<file path="config.mk">
export PLATFORM = sky130hd
export DESIGN_NAME = imm_ext
export DESIGN_NICKNAME = d
export VERILOG_FILES = /design/src/common/riscv_pkg.sv /design/src/decode/imm_ext.sv
export VERILOG_INCLUDE_DIRS = /design/src /design/src/common
export SDC_FILE = /design/constraint.sdc
export NUM_CORES = 1
export LEC_CHECK = 0
export BUFFER_PORTS_ARGS = -buffer_cell sky130_fd_sc_hd__buf_2
export CAP_MARGIN = 15
export CORE_AREA = 10 10 47 49
export DETAILED_ROUTE_END_ITERATION = 7
export DIE_AREA = 0 0 57 59
export MAX_ROUTING_LAYER = met4
export PLACE_DENSITY = 0.84
export SETUP_SLACK_MARGIN = 0.1
export SKIP_LAST_GASP = 1
export SLEW_MARGIN = 5
export SYNTH_ARGS = -nofsm -noshare
export SYNTH_HDL_FRONTEND = slang
export SYNTH_SLANG_ARGS = --single-unit
</file>
<file path="constraint.sdc">
create_clock -name vclk -period 0.8
set_input_delay 0.04 -clock vclk [all_inputs]
set_output_delay 0.04 -clock vclk [all_outputs]
set_load 0.01 [all_outputs]
</file>
<file path="src/common/riscv_consts.svh">
`ifndef RISCV_CONSTS_SVH
`define RISCV_CONSTS_SVH

// major opcodes, instr[6:0]
`define OP_I_TYPE_L         7'b0000011  // lw
`define OP_I_TYPE           7'b0010011  // addi and friends
`define OP_S_TYPE           7'b0100011  // sw
`define OP_R_TYPE           7'b0110011
`define OP_B_TYPE           7'b1100011
`define OP_J_TYPE           7'b1101111  // jal
`define OP_JALR             7'b1100111

// ALU operations
`define ALU_OP_ADD          4'd0
`define ALU_OP_SUB          4'd1
`define ALU_OP_AND          4'd2
`define ALU_OP_OR           4'd3
`define ALU_OP_XOR          4'd4
`define ALU_OP_SLL          4'd5
`define ALU_OP_SRL          4'd6
`define ALU_OP_SRA          4'd7
`define ALU_OP_SLT          4'd8
`define ALU_OP_SLTU         4'd9    // highest valid code

// next pc selection
`define PC_SRC_PLUS_4       2'b00
`define PC_SRC_PLUS_OFF     2'b01
`define PC_SRC_REG_PLUS_OFF 2'b10

// write-back selection
`define RES_SRC_ALU_OUT     2'b00
`define RES_SRC_READ_DATA   2'b01
`define RES_SRC_PC_PLUS_4   2'b10

// second ALU operand
`define ALU_SRC_REG         1'b0
`define ALU_SRC_EXT_IMM     1'b1

// immediate formats
`define IMM_SRC_ITYPE       3'b000
`define IMM_SRC_STYPE       3'b001
`define IMM_SRC_BTYPE       3'b010
`define IMM_SRC_JTYPE       3'b011

`define DMEM_WORDS          256

`endif
</file>
<file path="src/common/riscv_pkg.sv">
package riscv_pkg;

    // plain vectors with a meaning of their own
    typedef logic [31:0] word_t;        // data, address or instruction
    typedef logic [4:0]  reg_addr_t;    // x0..x31
    typedef logic [3:0]  alu_op_t;      // one of the ALU_OP_* codes

    // flag order matters to the branch logic
    // bit 3 negative, bit 2 zero, bit 1 carry-out, bit 0 overflow
    typedef logic [3:0]  alu_flags_t;

    // everything the controller hands to the datapath in one cycle
    typedef struct packed {
        logic       reg_we;         // write rd at the edge
        logic       mem_we;         // write data memory at the edge
        logic       alu_src;        // ALU_SRC_* code
        logic [1:0] result_src;     // RES_SRC_* code
        logic [1:0] pc_src;         // PC_SRC_* code
        logic [2:0] imm_src;        // IMM_SRC_* code
    } ctrl_t;

endpackage

</file>
<file path="src/decode/imm_ext.sv">
`timescale 1ns/1ps
`include "riscv_consts.svh"

module imm_ext (
    input  riscv_pkg::word_t instr,
    input  logic [2:0]       imm_src,
    output riscv_pkg::word_t imm_ext
);
    logic sign;

    assign sign = instr[31];    // every format keeps the sign here

    always_comb begin
        case (imm_src)
            `IMM_SRC_STYPE:
                imm_ext = {{20{sign}}, instr[31:25], instr[11:7]};
            // branch offsets are in halfwords, bit 0 implied
            `IMM_SRC_BTYPE:
                imm_ext = {{19{sign}}, instr[31], instr[7], instr[30:25],
                           instr[11:8], 1'b0};
            `IMM_SRC_JTYPE:
                imm_ext = {{11{sign}}, instr[31], instr[19:12], instr[20],
                           instr[30:21], 1'b0};
            default:    // I-type
                imm_ext = {{20{sign}}, instr[31:20]};
        endcase
    end

endmodule

</file>
==> impl_metrics.toml <==
[critical_path]
required_ns = 0.76
worstSetupPathType = "in2out"
path_max_fanout = 4
worst_setup_path_start_kind = "input port"
cp-end-kind = "primary output"
critPathArrivalTime_ns = 0.88

[pwr]
ir_worst_vdd_mv = 0.257
swShare_pct = 41.2
power_frac_seq_pct = 0
clockPowerShare_pct = 0
power_frac_comb_pct = 100.0
powerDensity_nw_per_um2 = 698
power.net_switching_uw = 203
total_power_uw = 494
internal_power_uw = 290
p_leak_uw = 0.000379

[floorplanning]
die-area_um2 = 3360
dieHeight_um = 59
ioPinCount = 67
rows = 14
fp.dieW_um = 57
initial_core_util_pct = 23.9
core_region_area_um2 = 1400

[sta]
fin_ws_ns = -0.125
finalHoldViolCount = 0
rsz0062_at_grt = "true"
drv_slew = 0
finalSetupViolCount = 13
period_share_pct = 116
min_period_ns = 0.925
max-slew-margin-rel_pct = 88.6
hold-worst-slack_ns = 0.0800
worst_pin_slew_ns = 0.166
fmax_ghz = 1.08

[run_status]
violations = "setup timing"
status = "finished, violations left"

[hold_path]
hold_depth = 0
min_path_type = "in2out"
hp-start = "instr[28]"
min_to = "imm_ext[8]"

[synth]
syn_avg_cell_area_um2 = 7.62
yosysMostFrequentCell = "buf_4"
ys_seq_area_share_pct = 0
netlist_instances = 44
synth_warnings = 0
synth_nets = 79
syn_area_um2 = 335
yosysUniqueCellTypes = 13
synth_top_area_cell = "buf_4"
yosys-top-cells-area = "buf_4 40%, a31o_2 21%, mux2_2 13%"
synth_top_area_share_pct = 40.3
synth_common_cells = "18 x buf_4, 8 x a31o_2, 4 x mux2_2, 3 x nor2_1"

[drt]
drt_iter0_drc = 2
avgRoutedWirePerCell_um = 16.5
ant_nets = 0
drc = 0
finalWirelength_um = 1600
vias = 450
dr.pass1.iters = 2
drt-vias-per-instance = 4.64

[global_route]
overflow = 0
grt_antenna_before_repair = 0
grt_pass1_vias = 468
grt.total_usage_pct = 8.21
grt_pass1_wl_um = 2330
grt_max_degree = 14

[finish]
seq_area_um2 = 0
final_layout_size_suffix_gt1_share_pct = 91.4
area_growth_pct = 111
final_nets = 118
clockBufferCount = 0
stdcell_area_um2 = 707
design.seq.count = 0
nFillCells = 135
n_antenna_cell = 0

[placed_design]
gp_congestion = 0.727
hpwl_um = 1240
portBuffers = 48
place_area_um2 = 538

[run]
drv_cap = 0
repair_timing:
action,4_1_cts,5_1_grt
gates resized for setup,18,10
setup buffers,1,0
hold buffers,0,0
pin swaps,4,3
gates cloned,2,0
endpoints found under the setup margin,14,14
metrics by stage:
stage	util, %	setup slack (ns)	std cells	setup TNS, ns
after floorplan	-	0.0957	44	0
after global placement	38.4	-0.185	94	-2.22
after detailed placement	38.4	-0.206	94	-2.62
after CTS	45.4	-0.128	97	-1.28
after global routing	50.4	-0.162	97	-1.70
final	50.4	-0.125	97	-1.21
worst max-delay path by stage:
stage	startpoint	endpoint	slack, ns	cells after the start
final	imm_src[0]	imm_ext[3]	-0.12	5
after global routing	imm_src[0]	imm_ext[1]	-0.16	5
after CTS	imm_src[0]	imm_ext[3]	-0.13	5
after detailed placement	imm_src[1]	imm_ext[3]	-0.21	5
after global placement	imm_src[1]	imm_ext[1]	-0.19	5
after floorplan	imm_src[1]	imm_ext[1]	0.1	3
cells in the final DEF (no fill, tap or decap), types with 2 or more instances in the layout:
cell type / synthesis / final
nand2_1: 2 / 2
buf_2: 2 / 35
a31o_2: 8 / 4
a31o_4: 0 / 4
nor2_1: 3 / 3
buf_4: 18 / 4
buf_6: 0 / 17
mux2_4: 0 / 4
kinds of logic (layout without fill, tap and decap cells):
kind of cell    after synthesis  in the layout  share of synthesized area, %
xor+xnor                      1              1                          2.61
compound gates               11             11                          28.4
simple gates                  7              7                          9.33
buf+inv                      20             57                          43.3
mux                           5              5                          16.4
final cells by class:
type	count	area (um2)	area share [%]
Timing Repair Buffer	57	412	58.2
Multi-Input combinational cell	24	275	38.9
Tap cell	16	20.0	2.83
routing by layer:
layer  global-route usage [%]  vias up  wire (um)
li1                         -      214          -
met1                     8.64      197        598
met2                     14.1       39        745
met3                     4.51        0        252
met4                        0        0          0
met5                        -        -          0
worst max-delay path, cell delays in order:
cell and delay, ns:
buf_8 0.11, xnor2_4 0.13, nor2_4 0.16, mux2_4 0.32
buf_6 0.12
power groups by stage:
stage,sequential (uW),clock [uW],combinational [uW]
floorplan,0,0,258
global placement,0,0,368
detailed placement,0,0,376
CTS,0,0,446
global route,0,0,531
finish,0,0,494
(Power assumes the default switching activity.)
