### config.mk
export PLATFORM = sky130hd
export DESIGN_NAME = reg_file
export DESIGN_NICKNAME = d
export VERILOG_FILES = /design/src/common/riscv_consts.svh /design/src/common/riscv_pkg.sv /design/src/execute/reg_file.sv
export SDC_FILE = /design/constraint.sdc
export NUM_CORES = 2
export LEC_CHECK = 0
export ABC_AREA = 1
export BUFFER_PORTS_ARGS = -buffer_cell sky130_fd_sc_hd__clkbuf_2
export CAP_MARGIN = 20
export CORE_ASPECT_RATIO = 1.5
export CORE_UTILIZATION = 40
export DETAILED_ROUTE_END_ITERATION = 8
export PLACE_DENSITY = 0.53
export SYNTH_ARGS = -nofsm -noshare
export SYNTH_HDL_FRONTEND = slang
export SYNTH_SLANG_ARGS = --single-unit
### constraint.sdc
create_clock -name clk -period 2.9 [get_ports clk]
set_input_delay 0.29 -clock clk [delete_from_list [all_inputs] [get_ports clk]]
set_output_delay 0.29 -clock clk [all_outputs]
set_load 0.005 [all_outputs]
### src/common/riscv_consts.svh
`ifndef RISCV_CONSTS_SVH
`define RISCV_CONSTS_SVH

// major opcodes, instr[6:0]
`define OP_I_TYPE_L         7'b0000011  // lw
`define OP_I_TYPE           7'b0010011  // addi and friends
`define OP_S_TYPE           7'b0100011  // sw
`define OP_R_TYPE           7'b0110011
`define OP_B_TYPE           7'b1100011
`define OP_J_TYPE           7'b1101111  // jal
`define OP_JALR             7'b1100111

// ALU operations
`define ALU_OP_ADD          4'd0
`define ALU_OP_SUB          4'd1
`define ALU_OP_AND          4'd2
`define ALU_OP_OR           4'd3
`define ALU_OP_XOR          4'd4
`define ALU_OP_SLL          4'd5
`define ALU_OP_SRL          4'd6
`define ALU_OP_SRA          4'd7
`define ALU_OP_SLT          4'd8
`define ALU_OP_SLTU         4'd9    // highest valid code

// next pc selection
`define PC_SRC_PLUS_4       2'b00
`define PC_SRC_PLUS_OFF     2'b01
`define PC_SRC_REG_PLUS_OFF 2'b10

// write-back selection
`define RES_SRC_ALU_OUT     2'b00
`define RES_SRC_READ_DATA   2'b01
`define RES_SRC_PC_PLUS_4   2'b10

// second ALU operand
`define ALU_SRC_REG         1'b0
`define ALU_SRC_EXT_IMM     1'b1

// immediate formats
`define IMM_SRC_ITYPE       3'b000
`define IMM_SRC_STYPE       3'b001
`define IMM_SRC_BTYPE       3'b010
`define IMM_SRC_JTYPE       3'b011

`define DMEM_WORDS          256

`endif
### src/common/riscv_pkg.sv
package riscv_pkg;

    // plain vectors with a meaning of their own
    typedef logic [31:0] word_t;        // data, address or instruction
    typedef logic [4:0]  reg_addr_t;    // x0..x31
    typedef logic [3:0]  alu_op_t;      // one of the ALU_OP_* codes

    // flag order matters to the branch logic
    // bit 3 negative, bit 2 zero, bit 1 carry-out, bit 0 overflow
    typedef logic [3:0]  alu_flags_t;

    // everything the controller hands to the datapath in one cycle
    typedef struct packed {
        logic       reg_we;         // write rd at the edge
        logic       mem_we;         // write data memory at the edge
        logic       alu_src;        // ALU_SRC_* code
        logic [1:0] result_src;     // RES_SRC_* code
        logic [1:0] pc_src;         // PC_SRC_* code
        logic [2:0] imm_src;        // IMM_SRC_* code
    } ctrl_t;

endpackage

### src/execute/reg_file.sv
`timescale 1ns/1ps

module reg_file (
    input  logic                  clk,
    input  logic                  rst,
    input  logic                  we,
    input  riscv_pkg::reg_addr_t  ra1,
    input  riscv_pkg::reg_addr_t  ra2,
    input  riscv_pkg::reg_addr_t  wa,
    input  riscv_pkg::word_t      wd,
    output riscv_pkg::word_t      rd1,
    output riscv_pkg::word_t      rd2
);
    riscv_pkg::word_t regs [32];

    // x0 is never written, it keeps its reset value
    always_ff @(posedge clk) begin
        if (rst) begin
            for (int i = 0; i < 32; i++) begin
                regs[i] <= '0;
            end
        end else if (we && wa != '0) begin
            regs[wa] <= wd;
        end
    end

    assign rd1 = regs[ra1];     // combinational reads
    assign rd2 = regs[ra2];

    // holds only if reset clears x0 and no later write ever reaches it
    a_x0_zero: assert property (@(posedge clk) disable iff (rst)
        (ra1 != '0 || rd1 == '0) && (ra2 != '0 || rd2 == '0))
        else $error("x0 read back non-zero");

endmodule

==> flow_summary_export.csv <==
group,metric,value,unit
outcome,status,"finished, final reports clean",
placed_design,io_buffers,113,
critical_path,crit_required,2.61,ns
logic_synthesis,synth-seq-cells,1024,
layout,top_register,"regs",
clocking,cts_sinks,1024,
sta,worst_pin_slew,0.8898,ns
sta,setup_tns,0,ns
logic_synthesis,syn-cell-area,56630,um2
critical_path,start_kind,"input port",
drt,drcViolationCount,0,
sta,hold_viol,0,
floorplanning,io_pins,114,
global_routing,grt_pass1_wl,338000,um
sta,slew_headroom,40.22,%
floorplanning,design.core.area,140200,um2
sta,slew_violations,0,
logic_synthesis,synth_cell_types,16,
sta,hold_ws,0.1324,ns
clocking,root_buffer,"clkbuf_16",
clocking,cts_setup_buffers,0,
global_routing,track_usage,32.32,%
clocking,ctsHoldBuffers,0,
pwr,vdd_drop_max,0.4533,mV
logic_synthesis,yosysWarnings,0,
pwr,power_density,583.0,nW/um2
drt,drtIter0Drc,6590,
drt,wl_per_cell,26.01,um
pwr,p_leak,26.71,nW
clocking,clk_pin_slew,0.07,ns
floorplanning,start_util,40.39,%
floorplanning,die_h,462.8,um
pwr,combPwrFrac,14.3,%
drt,drt-pass1-iter-count,6,
pwr,p_switching,10.36,mW
layout,largest_reg_flops,1024,
layout,final_util,45.02,%
layout,area_delta_synth_final,11.44,%
critical_path,worstSetupPathType,"in2out",
critical_path,cp_max_fo,60,
pwr,power.internal,26.44,mW
floorplanning,die_x,309.2,um
logic_synthesis,syn_inst,7191,
clocking,cts-buffers-inserted,102,
critical_path,arrival,2.25,ns
placed_design,gp_congestion,0.8635,
floorplanning,die_area,143100,um2
placed_design,dpl.hpwl,135400,um
drt,vias,52500,
sta,fmax,393.4,MHz
clocking,htreeDepth,3,
sta,post-route-period-util,87.66,%
clocking,cts_buffer_depth,3,
job,maxCapViolCount,0,
critical_path,endpoint_kind,"primary output",
global_routing,grt_max_degree,106,
logic_synthesis,synth_area_per_cell,7.876,um2
layout,drive_gt1_share,8.336,%
floorplanning,rows,168,
layout,reg.largest.list,"regs: 1024 flops",
global_routing,grt_pass1_vias,50210,
drt,vias_per_cell,5.812,
layout,final_cells,9033,
sta,finalSetupViolations,0,
pwr,seq_power_share,47.6,%
global_routing,grt_overflow,0,
sta,rsz0062_at_grt,"false",
clocking,cts_resized,0,
layout,nets,7125,
pwr,clkPwrFrac,38.1,%
hold_path,hp-class,"in2reg",
global_routing,antenna_found_initial,7,
drt,totalWireLength,234900,um
placed_design,dp.cells,8841,
pwr,switching_share,28.14,%
logic_synthesis,ys_seq_area_share,54.29,%
sta,period_minus_slack,2.542,ns
clocking,cts_tree,"yes",
drt,ant_nets,0,
critical path, stage by stage:
cell	delay, ns
buf_8	0.18
inv_16	0.26
buf_12	0.36
nand2_1	0.10
nand3_1	0.08
nand3_1	0.09
nand2_1	0.09
nand2_1	0.11
nand2_1	0.23
nand2_1	0.09
nand2_1	0.14
clkbuf_2	0.14
cells in the mapped netlist:
cell type,count,area (um2)
buf_1,30,112.6
buf_2,340,1702
buf_4,37,277.8
buf_6,30,337.8
clkbuf_1,192,720.7
clkinv_1,1,3.750
conb_1,1,3.750
edfxtp_1,1024,30750
inv_1,49,183.9
inv_2,2,7.510
inv_4,2,12.51
nand2_1,2942,11040
nand3_1,1537,7692
nand4_1,4,25.02
nor2_1,993,3727
nor3_1,7,35.03
worst paths after layout:
| check | startpoint | end | slack [ns] | cells past startpoint |
|---|---|---|---|---|
| worst min-delay path | rst | regs[0][16]$_SDFFCE_PN0P_ | 0.13 | 2 |
| worst max-delay path | ra2[0] | rd2[19] | 0.36 | 12 |
placed cells by master (no fill, tap or decap), types with 25 or more instances in the layout:
cell,Yosys,layout
buf_4,37,192
nand3_1,1537,1537
nand2_1,2942,2880
nor2_1,993,993
clkbuf_16,0,105
clkbuf_2,0,105
nand2_2,0,62
edfxtp_1,1024,1024
inv_1,49,43
buf_12,0,75
conb_1,1,32
clkinv_1,1,25
kinds of logic after synthesis:
family                 Yosys count  share of synthesized area, %
other                            1                      0.006621
buffers and inverters          683                         5.930
flip-flops                    1024                         54.29
AND/OR/NAND/NOR               5483                         39.77
power by group through the flow:
stage | logic, mW | registers (mW) | clock network (mW)
6_report | 5.25 | 17.5 | 14.0
5_1_grt | 5.63 | 17.6 | 14.6
4_1_cts | 5.17 | 17.5 | 14.1
3_5_place_dp | 5.16 | 17.8 | 0
3_3_place_gp | 5.14 | 17.8 | 0
2_1_floorplan | 3.06 | 17.7 | 0
through the flow:
stage          power [mW]  worst slack, ns  area, um2
6_report            36.80           0.3579      63120
5_1_grt             37.88           0.2649      63120
3_5_place_dp        22.99           0.4113      59700
2_1_floorplan       20.77           0.7684      56750
3_3_place_gp        22.95           0.4133      59700
4_1_cts             36.81           0.3984      63110
routing by layer:
metal	global-route usage (%)	part of all wire, %	vias to the layer above
met5	0	0.024	-
met1	40.80	38	25320
li1	-	-	23380
met4	15.80	5.1	10
met2	53.64	48	3117
met3	5.011	9.2	682
cell type report:
type                       count  area [um2]
fill                       13720       77090
sequential                  1024       30750
multi-input combinational   5515       22800
timing repair buffer         378        3551
clock buffer                 125        2703
tap                         1870        2340
clock inverter                66       706.9
inverter                      54       265.3
antenna                        1       2.502
(Power assumes the default switching activity.)
