[config.mk]
export PLATFORM = sky130hd
export DESIGN_NAME = alu
export DESIGN_NICKNAME = d
export VERILOG_FILES = /design/src/common/riscv_pkg.sv /design/src/execute/alu.sv
export VERILOG_INCLUDE_DIRS = /design/src /design/src/common
export SDC_FILE = /design/constraint.sdc
export NUM_CORES = 1
export LEC_CHECK = 0
export BUFFER_PORTS_ARGS = -buffer_cell sky130_fd_sc_hd__buf_2
export CORE_MARGIN = 4
export CORE_UTILIZATION = 40
export DETAILED_ROUTE_END_ITERATION = 10
export RECOVER_POWER = 50
export SLEW_MARGIN = 10
export SYNTH_ARGS = -nofsm -noshare
export SYNTH_HDL_FRONTEND = slang
export SYNTH_SLANG_ARGS = --single-unit
[constraint.sdc]
create_clock -name vclk -period 6.8
set_input_delay 0.34 -clock vclk [all_inputs]
set_output_delay 0.34 -clock vclk [all_outputs]
set_load 0.01 [all_outputs]
[src/common/riscv_consts.svh]
`ifndef RISCV_CONSTS_SVH
`define RISCV_CONSTS_SVH

// major opcodes, instr[6:0]
`define OP_I_TYPE_L         7'b0000011  // lw
`define OP_I_TYPE           7'b0010011  // addi and friends
`define OP_S_TYPE           7'b0100011  // sw
`define OP_R_TYPE           7'b0110011
`define OP_B_TYPE           7'b1100011
`define OP_J_TYPE           7'b1101111  // jal
`define OP_JALR             7'b1100111

// ALU operations
`define ALU_OP_ADD          4'd0
`define ALU_OP_SUB          4'd1
`define ALU_OP_AND          4'd2
`define ALU_OP_OR           4'd3
`define ALU_OP_XOR          4'd4
`define ALU_OP_SLL          4'd5
`define ALU_OP_SRL          4'd6
`define ALU_OP_SRA          4'd7
`define ALU_OP_SLT          4'd8
`define ALU_OP_SLTU         4'd9    // highest valid code

// next pc selection
`define PC_SRC_PLUS_4       2'b00
`define PC_SRC_PLUS_OFF     2'b01
`define PC_SRC_REG_PLUS_OFF 2'b10

// write-back selection
`define RES_SRC_ALU_OUT     2'b00
`define RES_SRC_READ_DATA   2'b01
`define RES_SRC_PC_PLUS_4   2'b10

// second ALU operand
`define ALU_SRC_REG         1'b0
`define ALU_SRC_EXT_IMM     1'b1

// immediate formats
`define IMM_SRC_ITYPE       3'b000
`define IMM_SRC_STYPE       3'b001
`define IMM_SRC_BTYPE       3'b010
`define IMM_SRC_JTYPE       3'b011

`define DMEM_WORDS          256

`endif
[src/common/riscv_pkg.sv]
package riscv_pkg;

    // plain vectors with a meaning of their own
    typedef logic [31:0] word_t;        // data, address or instruction
    typedef logic [4:0]  reg_addr_t;    // x0..x31
    typedef logic [3:0]  alu_op_t;      // one of the ALU_OP_* codes

    // flag order matters to the branch logic
    // bit 3 negative, bit 2 zero, bit 1 carry-out, bit 0 overflow
    typedef logic [3:0]  alu_flags_t;

    // everything the controller hands to the datapath in one cycle
    typedef struct packed {
        logic       reg_we;         // write rd at the edge
        logic       mem_we;         // write data memory at the edge
        logic       alu_src;        // ALU_SRC_* code
        logic [1:0] result_src;     // RES_SRC_* code
        logic [1:0] pc_src;         // PC_SRC_* code
        logic [2:0] imm_src;        // IMM_SRC_* code
    } ctrl_t;

endpackage

[src/execute/alu.sv]
`timescale 1ns/1ps
`include "riscv_consts.svh"

module alu (
    input  riscv_pkg::word_t      a,
    input  riscv_pkg::word_t      b,
    input  riscv_pkg::alu_op_t    alu_ctrl,
    output riscv_pkg::word_t      result,
    output riscv_pkg::alu_flags_t flags
);
    logic             sub_en;
    riscv_pkg::word_t b_eff;
    riscv_pkg::word_t sum;
    logic             cout;
    logic             ov;
    logic             lt_signed;

    // one adder serves add, sub and both compares
    assign sub_en = (alu_ctrl == `ALU_OP_SUB) || (alu_ctrl == `ALU_OP_SLT) ||
                    (alu_ctrl == `ALU_OP_SLTU);
    assign b_eff  = sub_en ? ~b : b;

    assign {cout, sum} = {1'b0, a} + {1'b0, b_eff} + {32'b0, sub_en};

    // operands of equal sign, result of the other
    assign ov        = (a[31] == b_eff[31]) && (sum[31] != a[31]);
    assign lt_signed = sum[31] ^ ov;

    always_comb begin
        case (alu_ctrl)
            `ALU_OP_ADD,
            `ALU_OP_SUB:  result = sum;
            `ALU_OP_AND:  result = a & b;
            `ALU_OP_OR:   result = a | b;
            `ALU_OP_XOR:  result = a ^ b;
            `ALU_OP_SLL:  result = a << b[4:0];
            `ALU_OP_SRL:  result = a >> b[4:0];
            `ALU_OP_SRA:  result = $signed(a) >>> b[4:0];
            `ALU_OP_SLT:  result = {31'b0, lt_signed};
            `ALU_OP_SLTU: result = {31'b0, ~cout};     // borrow means a < b
            default:      result = '0;
        endcase
    end

    // {negative, zero, carry-out, overflow}
    assign flags = {result[31], result == '0, cout, ov};

endmodule

==> impl_results.md <==
* Die Y at 150 um
* Die width at 150 um
* CP Capture Type: output port
* Port bufs at approximately 100
* Global-route wire length before repair at 54800 um
* Cell count after synthesis at 1098
* Final Non-Filler Cells at ~1400
* Die Area at about 0.023 sq mm
* Area delta synth->final at 7.83%
* Setup bufs post-CTS at 0
* Placed Instances at 1398
* Reg area at 0 sq um
* Worst-margin pin slew at between 1 and 1.5 ns
* WL met2 at ~16000 um
* Hold Path Class: input pin to output port
* Hold_ws at 1.26 ns
* Share of cells above drive strength 1 at between 10% and 20%
* Yosys top cell area share at 15.1%
* Routed wire per std cell at 26.3 um
* Seq pwr share at 0%
* Fmax at 170 MHz
* Setup_tns at 0 ns
* ANT cells at 0
* Status: completed
* Hold Violations, Final at 0
* Final worst slack at 0.911 ns
* Clock share of power at 0%
* Drt via density at 6.65
* Clkbuf count at 0
* Mapped Nets at 1265
* CTS Hold Bufs at 0
* Pre-antenna DRT Iters at 7
* Final GP Congestion at 1.03
* Critical Path Fanout Max at 32
* Leak Pwr at 3.97 nW
* PwrDens at 95.6 mW/mm^2
* # rows at 51
* Final Critical Period at 5.89 ns
* Sequential cell count at 0
* Sw Pwr at 0.519 mW
* Worst vdd ir at 0.0366 mV
* Antenna violations before repair at 0
* Starting DRT DRC Count at around 1100
* Max_cap viols at 0
* Worst endpoint required time at 6.46 ns
* Mapped Area at 0.00810 sq mm
* DR vias at between 9000 and 10000
* # resized after CTS at 0
* Worst Path Arrival at 5.55 ns
* Initial core utilization at 41.1%
* DP HPWL at roughly 29000 um
* Largest net degree at the start of global routing at 64
* Core Region at 0.0197 sq mm
* Synth warnings at 0
* Sw Share at 62.2%
* Synth cell types at 78
* Comb pwr share at 100.0%
* Final core utilization at between 40% and 50%
* Int Power at 0.316 mW
* Wire length on met1 at ~16000 um
* Final #Nets at roughly 1300
* Total length of routed wires at 36700 um
* DP Worst Slack at approximately 1.1 ns
* Final Cycle Share at 86.6%
* Critical path class: input pin to output port
* Setup crit start kind: input pin
* Drt drc at 0
* Final setup viols at 0
* Hold Path Stages at 4
* Syn avg cell area at approximately 7.4 sq um
* Total grt overflow at 0
* Normalized max-slew margin at around 16%
* Vias in the first global route at just under 9000
* Slew Viols, Final at 0
* GRT Resource Usage Total at 31.5%
* Area contributors post-synth: ha_1 (15%), mux4_2 (12%), mux2i_1 (8.3%)
* Top Metal Used: met4
* Ports at 104
* Antenna-violating nets left at 0
* Post-synth top area cell: ha_1
* Met3 wire len at 3330 um
* Sequential fraction of the synthesis area at 0%
* RSZ-0062 raised after global routing: no
## cell usage in the layout, fill, tap and decap left out, drive strengths merged, types with 8 or more instances in the layout
cell,netlist,final
nor3,18,18
a221oi,18,18
o22ai,9,9
a21oi,67,67
nor2b,9,9
inv,78,78
a31oi,13,13
o211ai,18,18
a221o,10,10
mux4,44,44
a21o,24,24
nand2b,8,8
o21ai,71,71
a22oi,8,8
nand3,19,19
ha,98,98
a211oi,20,20
xnor2,40,40
o21a,8,8
nand4,9,9
clkbuf,48,17
buf,39,105
nor2,87,87
mux2,27,27
mux2i,67,67
nand2,105,105
and2,10,10
xor2,9,9
## power groups by stage
stage,Sequential [mW],Clock (mW),Combinational (mW)
6_report,0,0,0.835
2_1_floorplan,0,0,0.551
4_1_cts,0,0,0.817
3_5_place_dp,0,0,0.812
3_3_place_gp,0,0,0.813
5_1_grt,0,0,0.896
## synthesized netlist by cell type (all sizes together) (5+ instances only)
master    n
a221oi   18
and2     10
nand4     9
a221o    10
or2       5
clkbuf   48
mux2     27
a21oi    67
xnor2    40
or3       5
inv      78
nand2b    8
o211ai   18
o221ai    6
nand2   105
o22ai     9
a31oi    13
ha       98
nor3     18
nor2b     9
nand3    19
nor2     87
a21o     24
o21a      8
a211oi   20
buf      39
a31o      6
mux2i    67
o211a     6
a211o     6
and3      6
xor2      9
o21ai    71
mux4     44
a22oi     8
## logic make-up after synthesis
group / share of synthesized area, %
AO/OA/AOI/OAI: 27.8
AND/OR/NAND/NOR: 19.1
buffers and inverters: 8.14
multiplexers: 24.3
adder cells (fa/ha/maj): 15.4
XOR/XNOR: 5.30
## per-stage QoR
step	cell area [sq um]	power [mW]
after floorplan	8100	0.551
after global placement	8760	0.813
after detailed placement	8760	0.812
after CTS	8760	0.817
after global routing	8730	0.896
final	8730	0.835
## worst paths after layout
kind | startpoint | endpoint
setup / recovery | alu_ctrl[1] | flags[2]
hold / removal | a[31] | flags[0]
## final cells by class
type                            count  area, sq um
Inverter                           78          293
Tap cell                          265          332
Fill cell                        2091        11000
Multi-Input combinational cell    933         7470
Timing Repair Buffer              122          639
## layer usage
| layer | vias up | track usage, % |
|---|---|---|
| met1 | 4501 | 46.3 |
| met5 | - | 0 |
| met4 | 0 | 8.23 |
| met3 | 84 | 3.04 |
| li1 | 4196 | - |
| met2 | 522 | 49.1 |
## worst max-delay path, cell delays in order
cell	delay, ns
clkbuf_1	0.32
nor2_1	0.29
and2_2	0.85
xnor2_1	0.20
ha_1	0.36
a21o_1	0.20
a31oi_1	0.29
mux2_2	0.38
a211oi_1	0.19
nor4bb_1	0.42
or3b_1	0.39
nor4_1	0.25
and4b_1	0.26
and4bb_1	0.23
and4b_1	0.20
nor4b_2	0.18
buf_2	0.17
(Power assumes the default switching activity.)
