### src/common/riscv_consts.svh
`ifndef RISCV_CONSTS_SVH
`define RISCV_CONSTS_SVH

// major opcodes, instr[6:0]
`define OP_I_TYPE_L         7'b0000011  // lw
`define OP_I_TYPE           7'b0010011  // addi and friends
`define OP_S_TYPE           7'b0100011  // sw
`define OP_R_TYPE           7'b0110011
`define OP_B_TYPE           7'b1100011
`define OP_J_TYPE           7'b1101111  // jal
`define OP_JALR             7'b1100111

// ALU operations
`define ALU_OP_ADD          4'd0
`define ALU_OP_SUB          4'd1
`define ALU_OP_AND          4'd2
`define ALU_OP_OR           4'd3
`define ALU_OP_XOR          4'd4
`define ALU_OP_SLL          4'd5
`define ALU_OP_SRL          4'd6
`define ALU_OP_SRA          4'd7
`define ALU_OP_SLT          4'd8
`define ALU_OP_SLTU         4'd9    // highest valid code

// next pc selection
`define PC_SRC_PLUS_4       2'b00
`define PC_SRC_PLUS_OFF     2'b01
`define PC_SRC_REG_PLUS_OFF 2'b10

// write-back selection
`define RES_SRC_ALU_OUT     2'b00
`define RES_SRC_READ_DATA   2'b01
`define RES_SRC_PC_PLUS_4   2'b10

// second ALU operand
`define ALU_SRC_REG         1'b0
`define ALU_SRC_EXT_IMM     1'b1

// immediate formats
`define IMM_SRC_ITYPE       3'b000
`define IMM_SRC_STYPE       3'b001
`define IMM_SRC_BTYPE       3'b010
`define IMM_SRC_JTYPE       3'b011

`define DMEM_WORDS          256

`endif
### src/common/riscv_pkg.sv
package riscv_pkg;

    // plain vectors with a meaning of their own
    typedef logic [31:0] word_t;        // data, address or instruction
    typedef logic [4:0]  reg_addr_t;    // x0..x31
    typedef logic [3:0]  alu_op_t;      // one of the ALU_OP_* codes

    // flag order matters to the branch logic
    // bit 3 negative, bit 2 zero, bit 1 carry-out, bit 0 overflow
    typedef logic [3:0]  alu_flags_t;

    // everything the controller hands to the datapath in one cycle
    typedef struct packed {
        logic       reg_we;         // write rd at the edge
        logic       mem_we;         // write data memory at the edge
        logic       alu_src;        // ALU_SRC_* code
        logic [1:0] result_src;     // RES_SRC_* code
        logic [1:0] pc_src;         // PC_SRC_* code
        logic [2:0] imm_src;        // IMM_SRC_* code
    } ctrl_t;

endpackage

### src/decode/controller.sv
`timescale 1ns/1ps
`include "riscv_consts.svh"

module alu_dec (
    input  logic [6:0]          op,
    input  logic [2:0]          func3,
    input  logic [6:0]          func7,
    output riscv_pkg::alu_op_t  alu_ctrl
);
    riscv_pkg::alu_op_t arith_op;   // shared by R-type and I-type

    always_comb begin
        case (func3)
            // addi has no sub form, imm bits land in func7
            3'b000:  arith_op = (op == `OP_R_TYPE && func7[5]) ? `ALU_OP_SUB : `ALU_OP_ADD;
            3'b001:  arith_op = `ALU_OP_SLL;
            3'b010:  arith_op = `ALU_OP_SLT;
            3'b011:  arith_op = `ALU_OP_SLTU;
            3'b100:  arith_op = `ALU_OP_XOR;
            3'b101:  arith_op = func7[5] ? `ALU_OP_SRA : `ALU_OP_SRL;
            3'b110:  arith_op = `ALU_OP_OR;
            default: arith_op = `ALU_OP_AND;   // 3'b111
        endcase
    end

    always_comb begin
        case (op)
            `OP_R_TYPE,
            `OP_I_TYPE:   alu_ctrl = arith_op;
            `OP_I_TYPE_L,
            `OP_S_TYPE,
            `OP_J_TYPE,
            `OP_JALR:     alu_ctrl = `ALU_OP_ADD;     // address or target add
            `OP_B_TYPE:   alu_ctrl = `ALU_OP_SUB;     // flags of rs1 - rs2
            default:      alu_ctrl = 'x;
        endcase
    end

endmodule

module controller (
    input  riscv_pkg::word_t    instr,
    input  riscv_pkg::alu_flags_t alu_flags,
    output riscv_pkg::ctrl_t    ctrl,
    output riscv_pkg::alu_op_t  alu_ctrl
);
    logic [6:0] op;
    logic [2:0] func3;
    logic [6:0] func7;
    logic       neg, zero, cout, ov;
    logic [1:0] pc_src_b;
    logic       op_known;

    assign op    = instr[6:0];
    assign func3 = instr[14:12];
    assign func7 = instr[31:25];

    assign {neg, zero, cout, ov} = alu_flags;

    alu_dec u_alu_dec (
        .op       (op),
        .func3    (func3),
        .func7    (func7),
        .alu_ctrl (alu_ctrl)
    );

    // branch outcome from the flags of rs1 - rs2
    always_comb begin
        case (func3)
            3'b000:  pc_src_b = zero        ? `PC_SRC_PLUS_OFF : `PC_SRC_PLUS_4;    // beq
            3'b001:  pc_src_b = zero        ? `PC_SRC_PLUS_4   : `PC_SRC_PLUS_OFF;  // bne
            3'b100:  pc_src_b = (neg ^ ov)  ? `PC_SRC_PLUS_OFF : `PC_SRC_PLUS_4;    // blt
            3'b101:  pc_src_b = (neg ^ ov)  ? `PC_SRC_PLUS_4   : `PC_SRC_PLUS_OFF;  // bge
            3'b110:  pc_src_b = cout        ? `PC_SRC_PLUS_4   : `PC_SRC_PLUS_OFF;  // bltu
            3'b111:  pc_src_b = cout        ? `PC_SRC_PLUS_OFF : `PC_SRC_PLUS_4;    // bgeu
            default: pc_src_b = `PC_SRC_PLUS_4;
        endcase
    end

    always_comb begin
        // unknown opcode falls through these: no writes, pc + 4
        ctrl            = '0;
        ctrl.alu_src    = `ALU_SRC_REG;
        ctrl.result_src = `RES_SRC_ALU_OUT;
        ctrl.pc_src     = `PC_SRC_PLUS_4;
        ctrl.imm_src    = `IMM_SRC_ITYPE;
        case (op)
            `OP_I_TYPE_L: begin
                ctrl.reg_we     = 1'b1;
                ctrl.alu_src    = `ALU_SRC_EXT_IMM;
                ctrl.result_src = `RES_SRC_READ_DATA;
            end
            `OP_I_TYPE: begin
                ctrl.reg_we  = 1'b1;
                ctrl.alu_src = `ALU_SRC_EXT_IMM;
            end
            `OP_S_TYPE: begin
                ctrl.mem_we  = 1'b1;
                ctrl.alu_src = `ALU_SRC_EXT_IMM;
                ctrl.imm_src = `IMM_SRC_STYPE;
            end
            `OP_R_TYPE: begin
                ctrl.reg_we = 1'b1;
            end
            `OP_B_TYPE: begin
                ctrl.pc_src  = pc_src_b;
                ctrl.imm_src = `IMM_SRC_BTYPE;
            end
            `OP_J_TYPE: begin
                ctrl.reg_we     = 1'b1;
                ctrl.result_src = `RES_SRC_PC_PLUS_4;    // link
                ctrl.pc_src     = `PC_SRC_PLUS_OFF;
                ctrl.imm_src    = `IMM_SRC_JTYPE;
            end
            `OP_JALR: begin
                ctrl.reg_we     = 1'b1;
                ctrl.alu_src    = `ALU_SRC_EXT_IMM;      // alu forms rs1 + imm
                ctrl.result_src = `RES_SRC_PC_PLUS_4;
                ctrl.pc_src     = `PC_SRC_REG_PLUS_OFF;
            end
            default: ;
        endcase
    end

    assign op_known = (op == `OP_I_TYPE_L) || (op == `OP_I_TYPE) || (op == `OP_S_TYPE) ||
                      (op == `OP_R_TYPE)   || (op == `OP_B_TYPE) || (op == `OP_J_TYPE) ||
                      (op == `OP_JALR);

    // no clock here, so checked once the combinational inputs have settled
    always_comb begin
        if (op_known) begin
            assert final (!$isunknown(alu_ctrl) && alu_ctrl <= `ALU_OP_SLTU)
                else $error("alu_ctrl undefined for opcode %b", op);
        end
    end

endmodule

### config.mk
export PLATFORM = sky130hd
export DESIGN_NAME = controller
export DESIGN_NICKNAME = d
export VERILOG_FILES = /design/src/common/riscv_pkg.sv /design/src/decode/controller.sv
export VERILOG_INCLUDE_DIRS = /design/src /design/src/common
export SDC_FILE = /design/constraint.sdc
export NUM_CORES = 1
export LEC_CHECK = 0
export BUFFER_PORTS_ARGS = -buffer_cell sky130_fd_sc_hd__buf_2
export CAP_MARGIN = 20
export CORE_AREA = 3 3 40 42
export DETAILED_ROUTE_END_ITERATION = 16
export DIE_AREA = 0 0 43 45
export PLACE_DENSITY = 0.67
export SYNTH_ARGS = -nofsm -noshare
export SYNTH_HDL_FRONTEND = slang
export SYNTH_SLANG_ARGS = --single-unit
### constraint.sdc
create_clock -name vclk -period 1.5
set_clock_uncertainty 0.05 [all_clocks]
set_input_delay 0.075 -clock vclk [all_inputs]
set_output_delay 0.075 -clock vclk [all_outputs]
set_load 0.005 [all_outputs]
==> results.sh, run 1 <==
export IMPL_nFillCells=151
export IMPL_ant_nets=0
export IMPL_post_place_ws_ns=0.0756
export IMPL_die_h_um=45
export IMPL_grt_pass1_vias=414
export IMPL_routed_wl_um=888
export IMPL_stdcell_area_um2=458
export IMPL_critPathCaptureType="output port"
export IMPL_cp_start_kind="primary input"
export IMPL_cpMostUsedCell="buf_2"
export IMPL_grtUsageTotal_pct=10.0
export IMPL_ys_seq_area_share_pct=0
export IMPL_holdPathStages=3
export IMPL_cp_arrival_ns=1.24
export IMPL_status="finished clean"
export IMPL_post_drt_via_cell_ratio=4.65
export IMPL_hold_path_class="primary input to output port"
export IMPL_layout_area_seq_um2=0
export IMPL_place_congestion=0.672
export IMPL_seq_cells=0
export IMPL_cpLargestDelayFamily="simple AND/OR/NAND/NOR gates"
export IMPL_vias=428
export IMPL_postCtsHoldBufs=0
export IMPL_ir_worst_vdd_v=0.000102
export IMPL_num_rows=13
export IMPL_period_share_pct=90.9
export IMPL_hold_end="ctrl[5]"
export IMPL_avgSynthCellArea_um2=5.82
export IMPL_placed_cell_area_um2=453
export IMPL_synthCells=49
export IMPL_fp_dieArea_mm2=0.00194
export IMPL_first_pass_iters=2
export IMPL_area_growth_pct=60.5
export IMPL_fin_ws_ns=0.136
export IMPL_met1_usage_pct=13.3
export IMPL_antenna_found_initial=0
export IMPL_synth_distinct_cells=28
export IMPL_initial_core_util_pct=22.2
export IMPL_total_power_uw=99.5
export IMPL_rsz0062_at_grt="false"
export IMPL_final_min_clock_period_ns=1.36
export IMPL_worstHoldStart="instr[4]"
export IMPL_drcViolationCount=0
export IMPL_ios=50
export IMPL_nNetsFinal=115
export IMPL_hold_viol_final=0
export IMPL_n_clock_buffer=0
export IMPL_synthesis_area_um2=285
export IMPL_path_cells="buf_2 > or2_1 > or3_4 > o21ai_1 > o2bb2ai_1 > buf_2"
export IMPL_cp_slowest_cell="or3_4"
export IMPL_fmax_ghz=0.733
export IMPL_drive_above_1_share_pct=45.5
export IMPL_critPathMaxStageDelay_ns=0.41
export IMPL_use_met2_pct=18.6
export IMPL_grt_pass1_wl_um=1610
export IMPL_p_leak_uw=0.000244
export IMPL_grt_ovfl_total=0
export IMPL_use_met3_pct=1.20
export IMPL_slew_viol_final=0
export IMPL_grt_start_max_net_pins=10
export IMPL_grt_busiest_layer="met2"
export IMPL_wl_per_cell_um=9.65
export IMPL_ys_warnings_count=0
export IMPL_setup_viol=0
export IMPL_coreArea_mm2=0.00128
export IMPL_cap_violations=0
export IMPL_synth_fp_nets=85
export IMPL_setup_tns_ns=0
export IMPL_critPathKind="primary input to output port"
export IMPL_worst_path_buf_inv=2
export IMPL_io_buffers=28
export IMPL_p_per_area_mw_per_mm2=217
export IMPL_die_w_um=43
export IMPL_dp_hpwl_um=783
export IMPL_drtIter0Drc=7
export IMPL_antenna_cells=0
export IMPL_critPathRequiredTime_ns=1.37
export IMPL_cp_max_fo=6
[layer usage]
metal	up-vias	routed length, um
li1	228	-
met1	182	399
met2	18	407
met3	0	81
met4	0	0
met5	-	0
[cell usage in the layout (no fill, tap or decap), types with 2 or more instances in the layout]
cell type,netlist,routed
buf_2,2,28
nor2_1,5,5
nor3_1,4,4
inv_1,4,4
xnor2_1,4,4
buf_4,1,4
nand2_1,3,3
nor2b_1,3,3
a21oi_1,2,2
o22ai_1,2,2
o21ai_0,2,2
[worst max-delay path by stage]
| stage | end | start | cells after the start |
|---|---|---|---|
| 6_report | alu_ctrl[0] | instr[2] | 6 |
| 5_1_grt | alu_ctrl[0] | instr[2] | 6 |
| 4_1_cts | alu_ctrl[0] | instr[2] | 6 |
| 3_5_place_dp | alu_ctrl[0] | instr[2] | 6 |
| 3_3_place_gp | alu_ctrl[0] | instr[2] | 6 |
| 2_1_floorplan | alu_ctrl[0] | instr[2] | 5 |
[stage by stage]
stage | util (%) | hold WS [ns] | cells
2_1_floorplan | - | 0.131 | 49
3_3_place_gp | 35.2 | 0.377 | 92
3_5_place_dp | 35.2 | 0.380 | 92
4_1_cts | 35.2 | 0.382 | 92
5_1_grt | 35.6 | 0.400 | 92
6_report | 35.6 | 0.379 | 92
[report_power, final]
group | total (uW) | leakage [uW] | internal, uW | switching [uW]
combinational | 99.5 | 0.000244 | 50.7 | 48.7
clock | 0 | 0 | 0 | 0
sequential | 0 | 0 | 0 | 0
[area by class of cell]
cell class / instances / area, um2 / share of cell area (%)
Inverter: 4 / 15.0 / 3.28
Multi-Input combinational cell: 41 / 254 / 55.5
Tap cell: 15 / 18.8 / 4.10
Timing Repair Buffer: 32 / 170 / 37.2
[cells in the mapped netlist]
| cell type | count | area [um2] |
|---|---|---|
| o22ai_1 | 2 | 12.5 |
| a31oi_1 | 1 | 6.26 |
| inv_1 | 4 | 15.0 |
| a21oi_1 | 2 | 10.0 |
| or3_1 | 1 | 6.26 |
| o2bb2ai_1 | 1 | 8.76 |
| and2_1 | 1 | 6.26 |
| nand4_1 | 1 | 6.26 |
| buf_2 | 2 | 10.0 |
| nor2_1 | 5 | 18.8 |
| o32ai_1 | 1 | 8.76 |
| o21ai_0 | 2 | 10.0 |
| nand2_1 | 3 | 11.3 |
| or2_2 | 1 | 6.26 |
| o21ai_1 | 1 | 5.00 |
| conb_1 | 1 | 3.75 |
| a2111oi_2 | 1 | 15.0 |
| xnor2_1 | 4 | 35.0 |
| nand2b_1 | 1 | 6.26 |
| and3_1 | 1 | 6.26 |
| nor3_1 | 4 | 20.0 |
| a311oi_1 | 1 | 8.76 |
| nand3_1 | 1 | 5.00 |
| nor2b_1 | 3 | 18.8 |
| or2_1 | 1 | 6.26 |
| buf_4 | 1 | 7.51 |
| clkbuf_1 | 1 | 3.75 |
| nand3b_1 | 1 | 7.51 |
[kinds of logic (layout without fill, tap and decap cells)]
logic type                Yosys count  in the layout  synth area share, %
and+or+nand+nor                    24             24                 43.9
AOI/OAI and AO/OA                  12             12                 29.8
buffers and inverters               8             36                 12.7
xor gates and xnor gates            4              4                 12.3
other                               1              1                 1.31
[repair_timing]
item | in CTS | in global routing
setup endpoints to repair | 0 | 1
setup buffers | 0 | 0
resized for setup | 0 | 1
(Power assumes the default switching activity.)
==> run 2, diff against run 1 <==
--- a/config.mk
+++ b/config.mk
@@ -8,10 +8,11 @@
 export LEC_CHECK = 0
 export BUFFER_PORTS_ARGS = -buffer_cell sky130_fd_sc_hd__buf_2
 export CAP_MARGIN = 20
-export CORE_AREA = 3 3 40 42
+export CORE_AREA = 2 2 39 41
 export DETAILED_ROUTE_END_ITERATION = 16
-export DIE_AREA = 0 0 43 45
+export DIE_AREA = 0 0 41 43
 export PLACE_DENSITY = 0.67
+export SETUP_SLACK_MARGIN = 0.02
 export SYNTH_ARGS = -nofsm -noshare
 export SYNTH_HDL_FRONTEND = slang
 export SYNTH_SLANG_ARGS = --single-unit
==> run 2 against run 1 <==
Against the previous run: core utilization is 2.5 points lower; cell count is 1.1% higher; sequential cell count stayed put; critical endpoint unchanged.
==> results.sh, run 2 (synthesis gave the netlist of run 1 again) <==
export IMPL_hold_viol_final=0
export IMPL_post_cts_buffers=0
export IMPL_ios=50
export IMPL_antenna_cells=0
export IMPL_die_h_um=43
export IMPL_worst_path_buf_inv=2
export IMPL_n_clock_buffer=0
export IMPL_setup_viol=0
export IMPL_p_per_area_mw_per_mm2=217
export IMPL_critPathKind="primary input to output port"
export IMPL_drive_above_1_share_pct=45.5
export IMPL_ir_worst_vdd_v=0.0000986
export IMPL_initial_core_util_pct=20.6
export IMPL_grtUsageTotal_pct=9.79
export IMPL_layout_commonest_cell="buf_2"
export IMPL_met1_usage_pct=13.0
export IMPL_cp_slowest_cell="or3_4"
export IMPL_routed_wl_um=876
export IMPL_area_growth_pct=61.0
export IMPL_post_drt_via_cell_ratio=4.51
export IMPL_status="finished clean"
export IMPL_vias=419
export IMPL_fmax_ghz=0.729
export IMPL_layout_area_seq_um2=0
export IMPL_rsz0062_at_grt="false"
export IMPL_io_buffers=28
export IMPL_cpLargestDelayFamily="simple AND/OR/NAND/NOR gates"
export IMPL_use_met3_pct=0
export IMPL_seq_cells=0
export IMPL_critPathMaxStageDelay_ns=0.41
export IMPL_die_w_um=41
export IMPL_grt_pass1_vias=372
export IMPL_critPathRequiredTime_ns=1.37
export IMPL_holdPathStages=3
export IMPL_path_cells="buf_2 > or2_1 > or3_4 > o21ai_1 > o2bb2ai_1 > buf_2"
export IMPL_final_min_clock_period_ns=1.37
export IMPL_final_cell_mix="buf_2, nor2_1"
export IMPL_drtIter0Drc=4
export IMPL_total_power_uw=99.5
export IMPL_grt_start_max_net_pins=10
export IMPL_slew_viol_final=0
export IMPL_period_share_pct=91.4
export IMPL_drcViolationCount=0
export IMPL_nFillCells=165
export IMPL_num_rows=14
export IMPL_hold_end="ctrl[5]"
export IMPL_first_pass_iters=2
export IMPL_multi_input_area_um2=254
export IMPL_fp_dieArea_mm2=0.00176
export IMPL_cap_violations=0
export IMPL_place_congestion=0.671
export IMPL_nNetsFinal=115
export IMPL_antenna_found_initial=0
export IMPL_cp_max_fo=6
export IMPL_wl_per_cell_um=9.42
export IMPL_grt_ovfl_total=0
export IMPL_setup_tns_ns=0
export IMPL_cp_start_kind="primary input"
export IMPL_p_leak_uw=0.000244
export IMPL_use_met2_pct=17.8
export IMPL_grt_pass1_wl_um=1340
export IMPL_critPathCaptureType="output port"
export IMPL_ant_nets=0
export IMPL_hold_path_class="primary input to output port"
export IMPL_worstHoldStart="instr[4]"
export IMPL_dp_hpwl_um=764
export IMPL_coreArea_mm2=0.00138
export IMPL_grt_busiest_layer="met2"
export IMPL_cpMostUsedCell="buf_2"
export IMPL_cp_arrival_ns=1.25
## run 2: cell counts in the layout (fill, tap and decap cells not counted)
No cell type changed its count.
## run 2: layout make-up
| cell class | instances | share of cell area, % |
|---|---|---|
| inverter | 4 | 3.27 |
| multi-input combinational | 41 | 55.3 |
| tap | 16 | 4.36 |
| timing repair buffer | 32 | 37.1 |
## run 2: through the flow
stage	std cells	hold WS, ns	util (%)	worst slack [ns]	cell area (um2)
global placement	93	0.377	32.8	0.0831	454
detailed placement	93	0.375	32.8	0.0852	454
CTS	93	0.378	32.8	0.0770	454
global route	93	0.401	33.2	0.0713	459
floorplan	49	0.131	-	0.325	285
finish	93	0.372	33.2	0.129	459
## run 2: timing repair
item / 4_1_cts / 5_1_grt
gates resized for setup: 0 / 1
setup endpoints to repair: 0 / 1
hold buffers: 0 / 0
hold endpoints to repair: 0 / 0
## run 2: worst max-delay path by stage
stage	from	to	cells past startpoint
after global placement	instr[2]	alu_ctrl[0]	6
after global routing	instr[2]	alu_ctrl[0]	6
final	instr[2]	alu_ctrl[0]	6
after detailed placement	instr[2]	alu_ctrl[0]	6
after floorplan	instr[2]	alu_ctrl[0]	5
after CTS	instr[2]	alu_ctrl[0]	6
## run 2: tightest hold or removal path, stage by stage
cell and delay, ns:
buf_2 0.11, nor3_1 0.05, buf_2 0.11
## run 2: power breakdown
part	internal (uW)	switching (uW)	leakage [uW]
sequential	0	0	0
clock	0	0	0
combinational	50.8	48.7	0.000244
## run 2: layer usage
| layer | vias up | routed length (um) |
|---|---|---|
| li1 | 228 | - |
| met1 | 175 | 379 |
| met2 | 16 | 440 |
| met3 | 0 | 56 |
| met4 | 0 | 0 |
| met5 | - | 0 |
==> run 3, diff against run 2 <==
--- a/config.mk
+++ b/config.mk
@@ -11,8 +11,9 @@
 export CORE_AREA = 2 2 39 41
 export DETAILED_ROUTE_END_ITERATION = 16
 export DIE_AREA = 0 0 41 43
+export GPL_ROUTABILITY_DRIVEN = 0
 export PLACE_DENSITY = 0.67
-export SETUP_SLACK_MARGIN = 0.02
+export SETUP_SLACK_MARGIN = 0.4
 export SYNTH_ARGS = -nofsm -noshare
 export SYNTH_HDL_FRONTEND = slang
 export SYNTH_SLANG_ARGS = --single-unit
==> run 3 against run 2 <==
Against the previous run: clock-buffer cell count is the same; hold slack lost 0.028 ns; maximum frequency grew 7.0%; global-route usage grew 2.3 points; critical path depth is the same; via count grew 9.5%; die area is the same; routed wire length grew 17%; setup slack gained 0.089 ns; largest cell class unchanged; largest power group unchanged; highest routed layer unchanged.
==> results.sh, run 3 (synthesis gave the netlist of run 1 again) <==
export IMPL_drive_above_1_share_pct=67.9
export IMPL_p_per_area_mw_per_mm2=231
export IMPL_period_share_pct=85.4
export IMPL_critPathMaxStageDelay_ns=0.37
export IMPL_status="finished clean"
export IMPL_cap_violations=0
export IMPL_slew_viol_final=0
export IMPL_initial_core_util_pct=20.6
export IMPL_cpLargestDelayFamily="simple AND/OR/NAND/NOR gates"
export IMPL_dp_hpwl_um=778
export IMPL_p_comb_share_pct=100.0
export IMPL_p_leak_uw=0.000315
export IMPL_drtIter0Drc=2
export IMPL_ios=50
export IMPL_nFillCells=131
export IMPL_critPathKind="primary input to output port"
export IMPL_n_clock_buffer=0
export IMPL_antenna_found_initial=0
export IMPL_wl_per_cell_um=10.5
export IMPL_hold_viol_final=0
export IMPL_routed_wl_um=1020
export IMPL_fp_dieArea_mm2=0.00176
export IMPL_switchingPower_uw=65.7
export IMPL_place_inst=92
export IMPL_clock_power_share_pct=0
export IMPL_cp_max_fo=6
export IMPL_layout_commonest_cell="buf_2"
export IMPL_post_drt_via_cell_ratio=4.73
export IMPL_die_h_um=43
export IMPL_cp_arrival_ns=1.16
export IMPL_total_power_uw=145
export IMPL_rsz0062_at_grt="true"
export IMPL_critPathRequiredTime_ns=1.37
export IMPL_ir_worst_vdd_v=0.000112
export IMPL_cp_start_kind="primary input"
export IMPL_first_pass_iters=2
export IMPL_grtUsageTotal_pct=12.1
export IMPL_grt_start_max_net_pins=10
export IMPL_fmax_ghz=0.780
export IMPL_cp_slowest_cell="or3_4"
export IMPL_grt_pass1_wl_um=1600
export IMPL_setup_tns_ns=0
export IMPL_coreArea_mm2=0.00138
export IMPL_hold_path_class="primary input to output port"
export IMPL_die_w_um=41
export IMPL_power_internal_uw=79.7
export IMPL_worst_path_buf_inv=2
export IMPL_swShare_pct=45.2
export IMPL_postCtsHoldBufs=0
export IMPL_antenna_cells=0
export IMPL_drcViolationCount=0
export IMPL_nNetsFinal=119
export IMPL_seq_power_share_pct=0
export IMPL_vias=459
export IMPL_area_growth_pct=120
export IMPL_setup_viol=0
export IMPL_io_buffers=28
export IMPL_final_cell_mix="buf_2, buf_4, nor3_2, inv_1"
export IMPL_num_rows=14
export IMPL_multi_input_area_um2=359
export IMPL_grt_ovfl_total=0
export IMPL_fin_cells=97
export IMPL_layout_area_seq_um2=0
export IMPL_critPathCaptureType="output port"
export IMPL_ant_nets=0
export IMPL_path_cells="buf_6 > or2_4 > or3_4 > o21ai_2 > o2bb2ai_1 > buf_2"
export IMPL_final_min_clock_period_ns=1.28
export IMPL_seq_cells=0
export IMPL_grt_pass1_vias=406
==> run 3: final timing paths <==
check / startpoint / endpoint / cells after the start
worst min-delay path: instr[4] / ctrl[5] / 3
worst max-delay path: instr[3] / alu_ctrl[0] / 6
==> run 3: power groups by stage <==
stage	registers [uW]	clock network, uW	logic [uW]
floorplan	0	0	54.1
global placement	0	0	96.9
detailed placement	0	0	99.1
CTS	0	0	133
global route	0	0	157
finish	0	0	145
==> run 3: per-stage QoR <==
step	worst slack, ns	cell area (um2)	hold WS (ns)	util [%]
after CTS	0.214	577	0.343	41.7
after global routing	0.175	628	0.353	45.4
after floorplan	0.351	288	0.131	-
after global placement	0.0613	449	0.379	32.5
after detailed placement	0.0810	449	0.379	32.5
final	0.218	628	0.345	45.4
==> run 3: per-layer routing <==
metal / vias up / wire, um / GRT usage [%]
met5: - / 0 / 0
met4: 0 / 0 / 0
met3: 0 / 83 / 1.05
met2: 18 / 561 / 22.2
met1: 206 / 376 / 15.3
li1: 235 / - / -
==> run 3: cell type report <==
type,instances,area share [%]
Inverter,4,2.39
Multi-Input combinational cell,41,57.2
Tap cell,16,3.19
Timing Repair Buffer,36,37.3
==> run 3: what timing repair did <==
item                       CTS  global route
resized for setup           24             6
setup endpoints to repair   12            11
pin swaps                    9             2
setup buffers                2             3
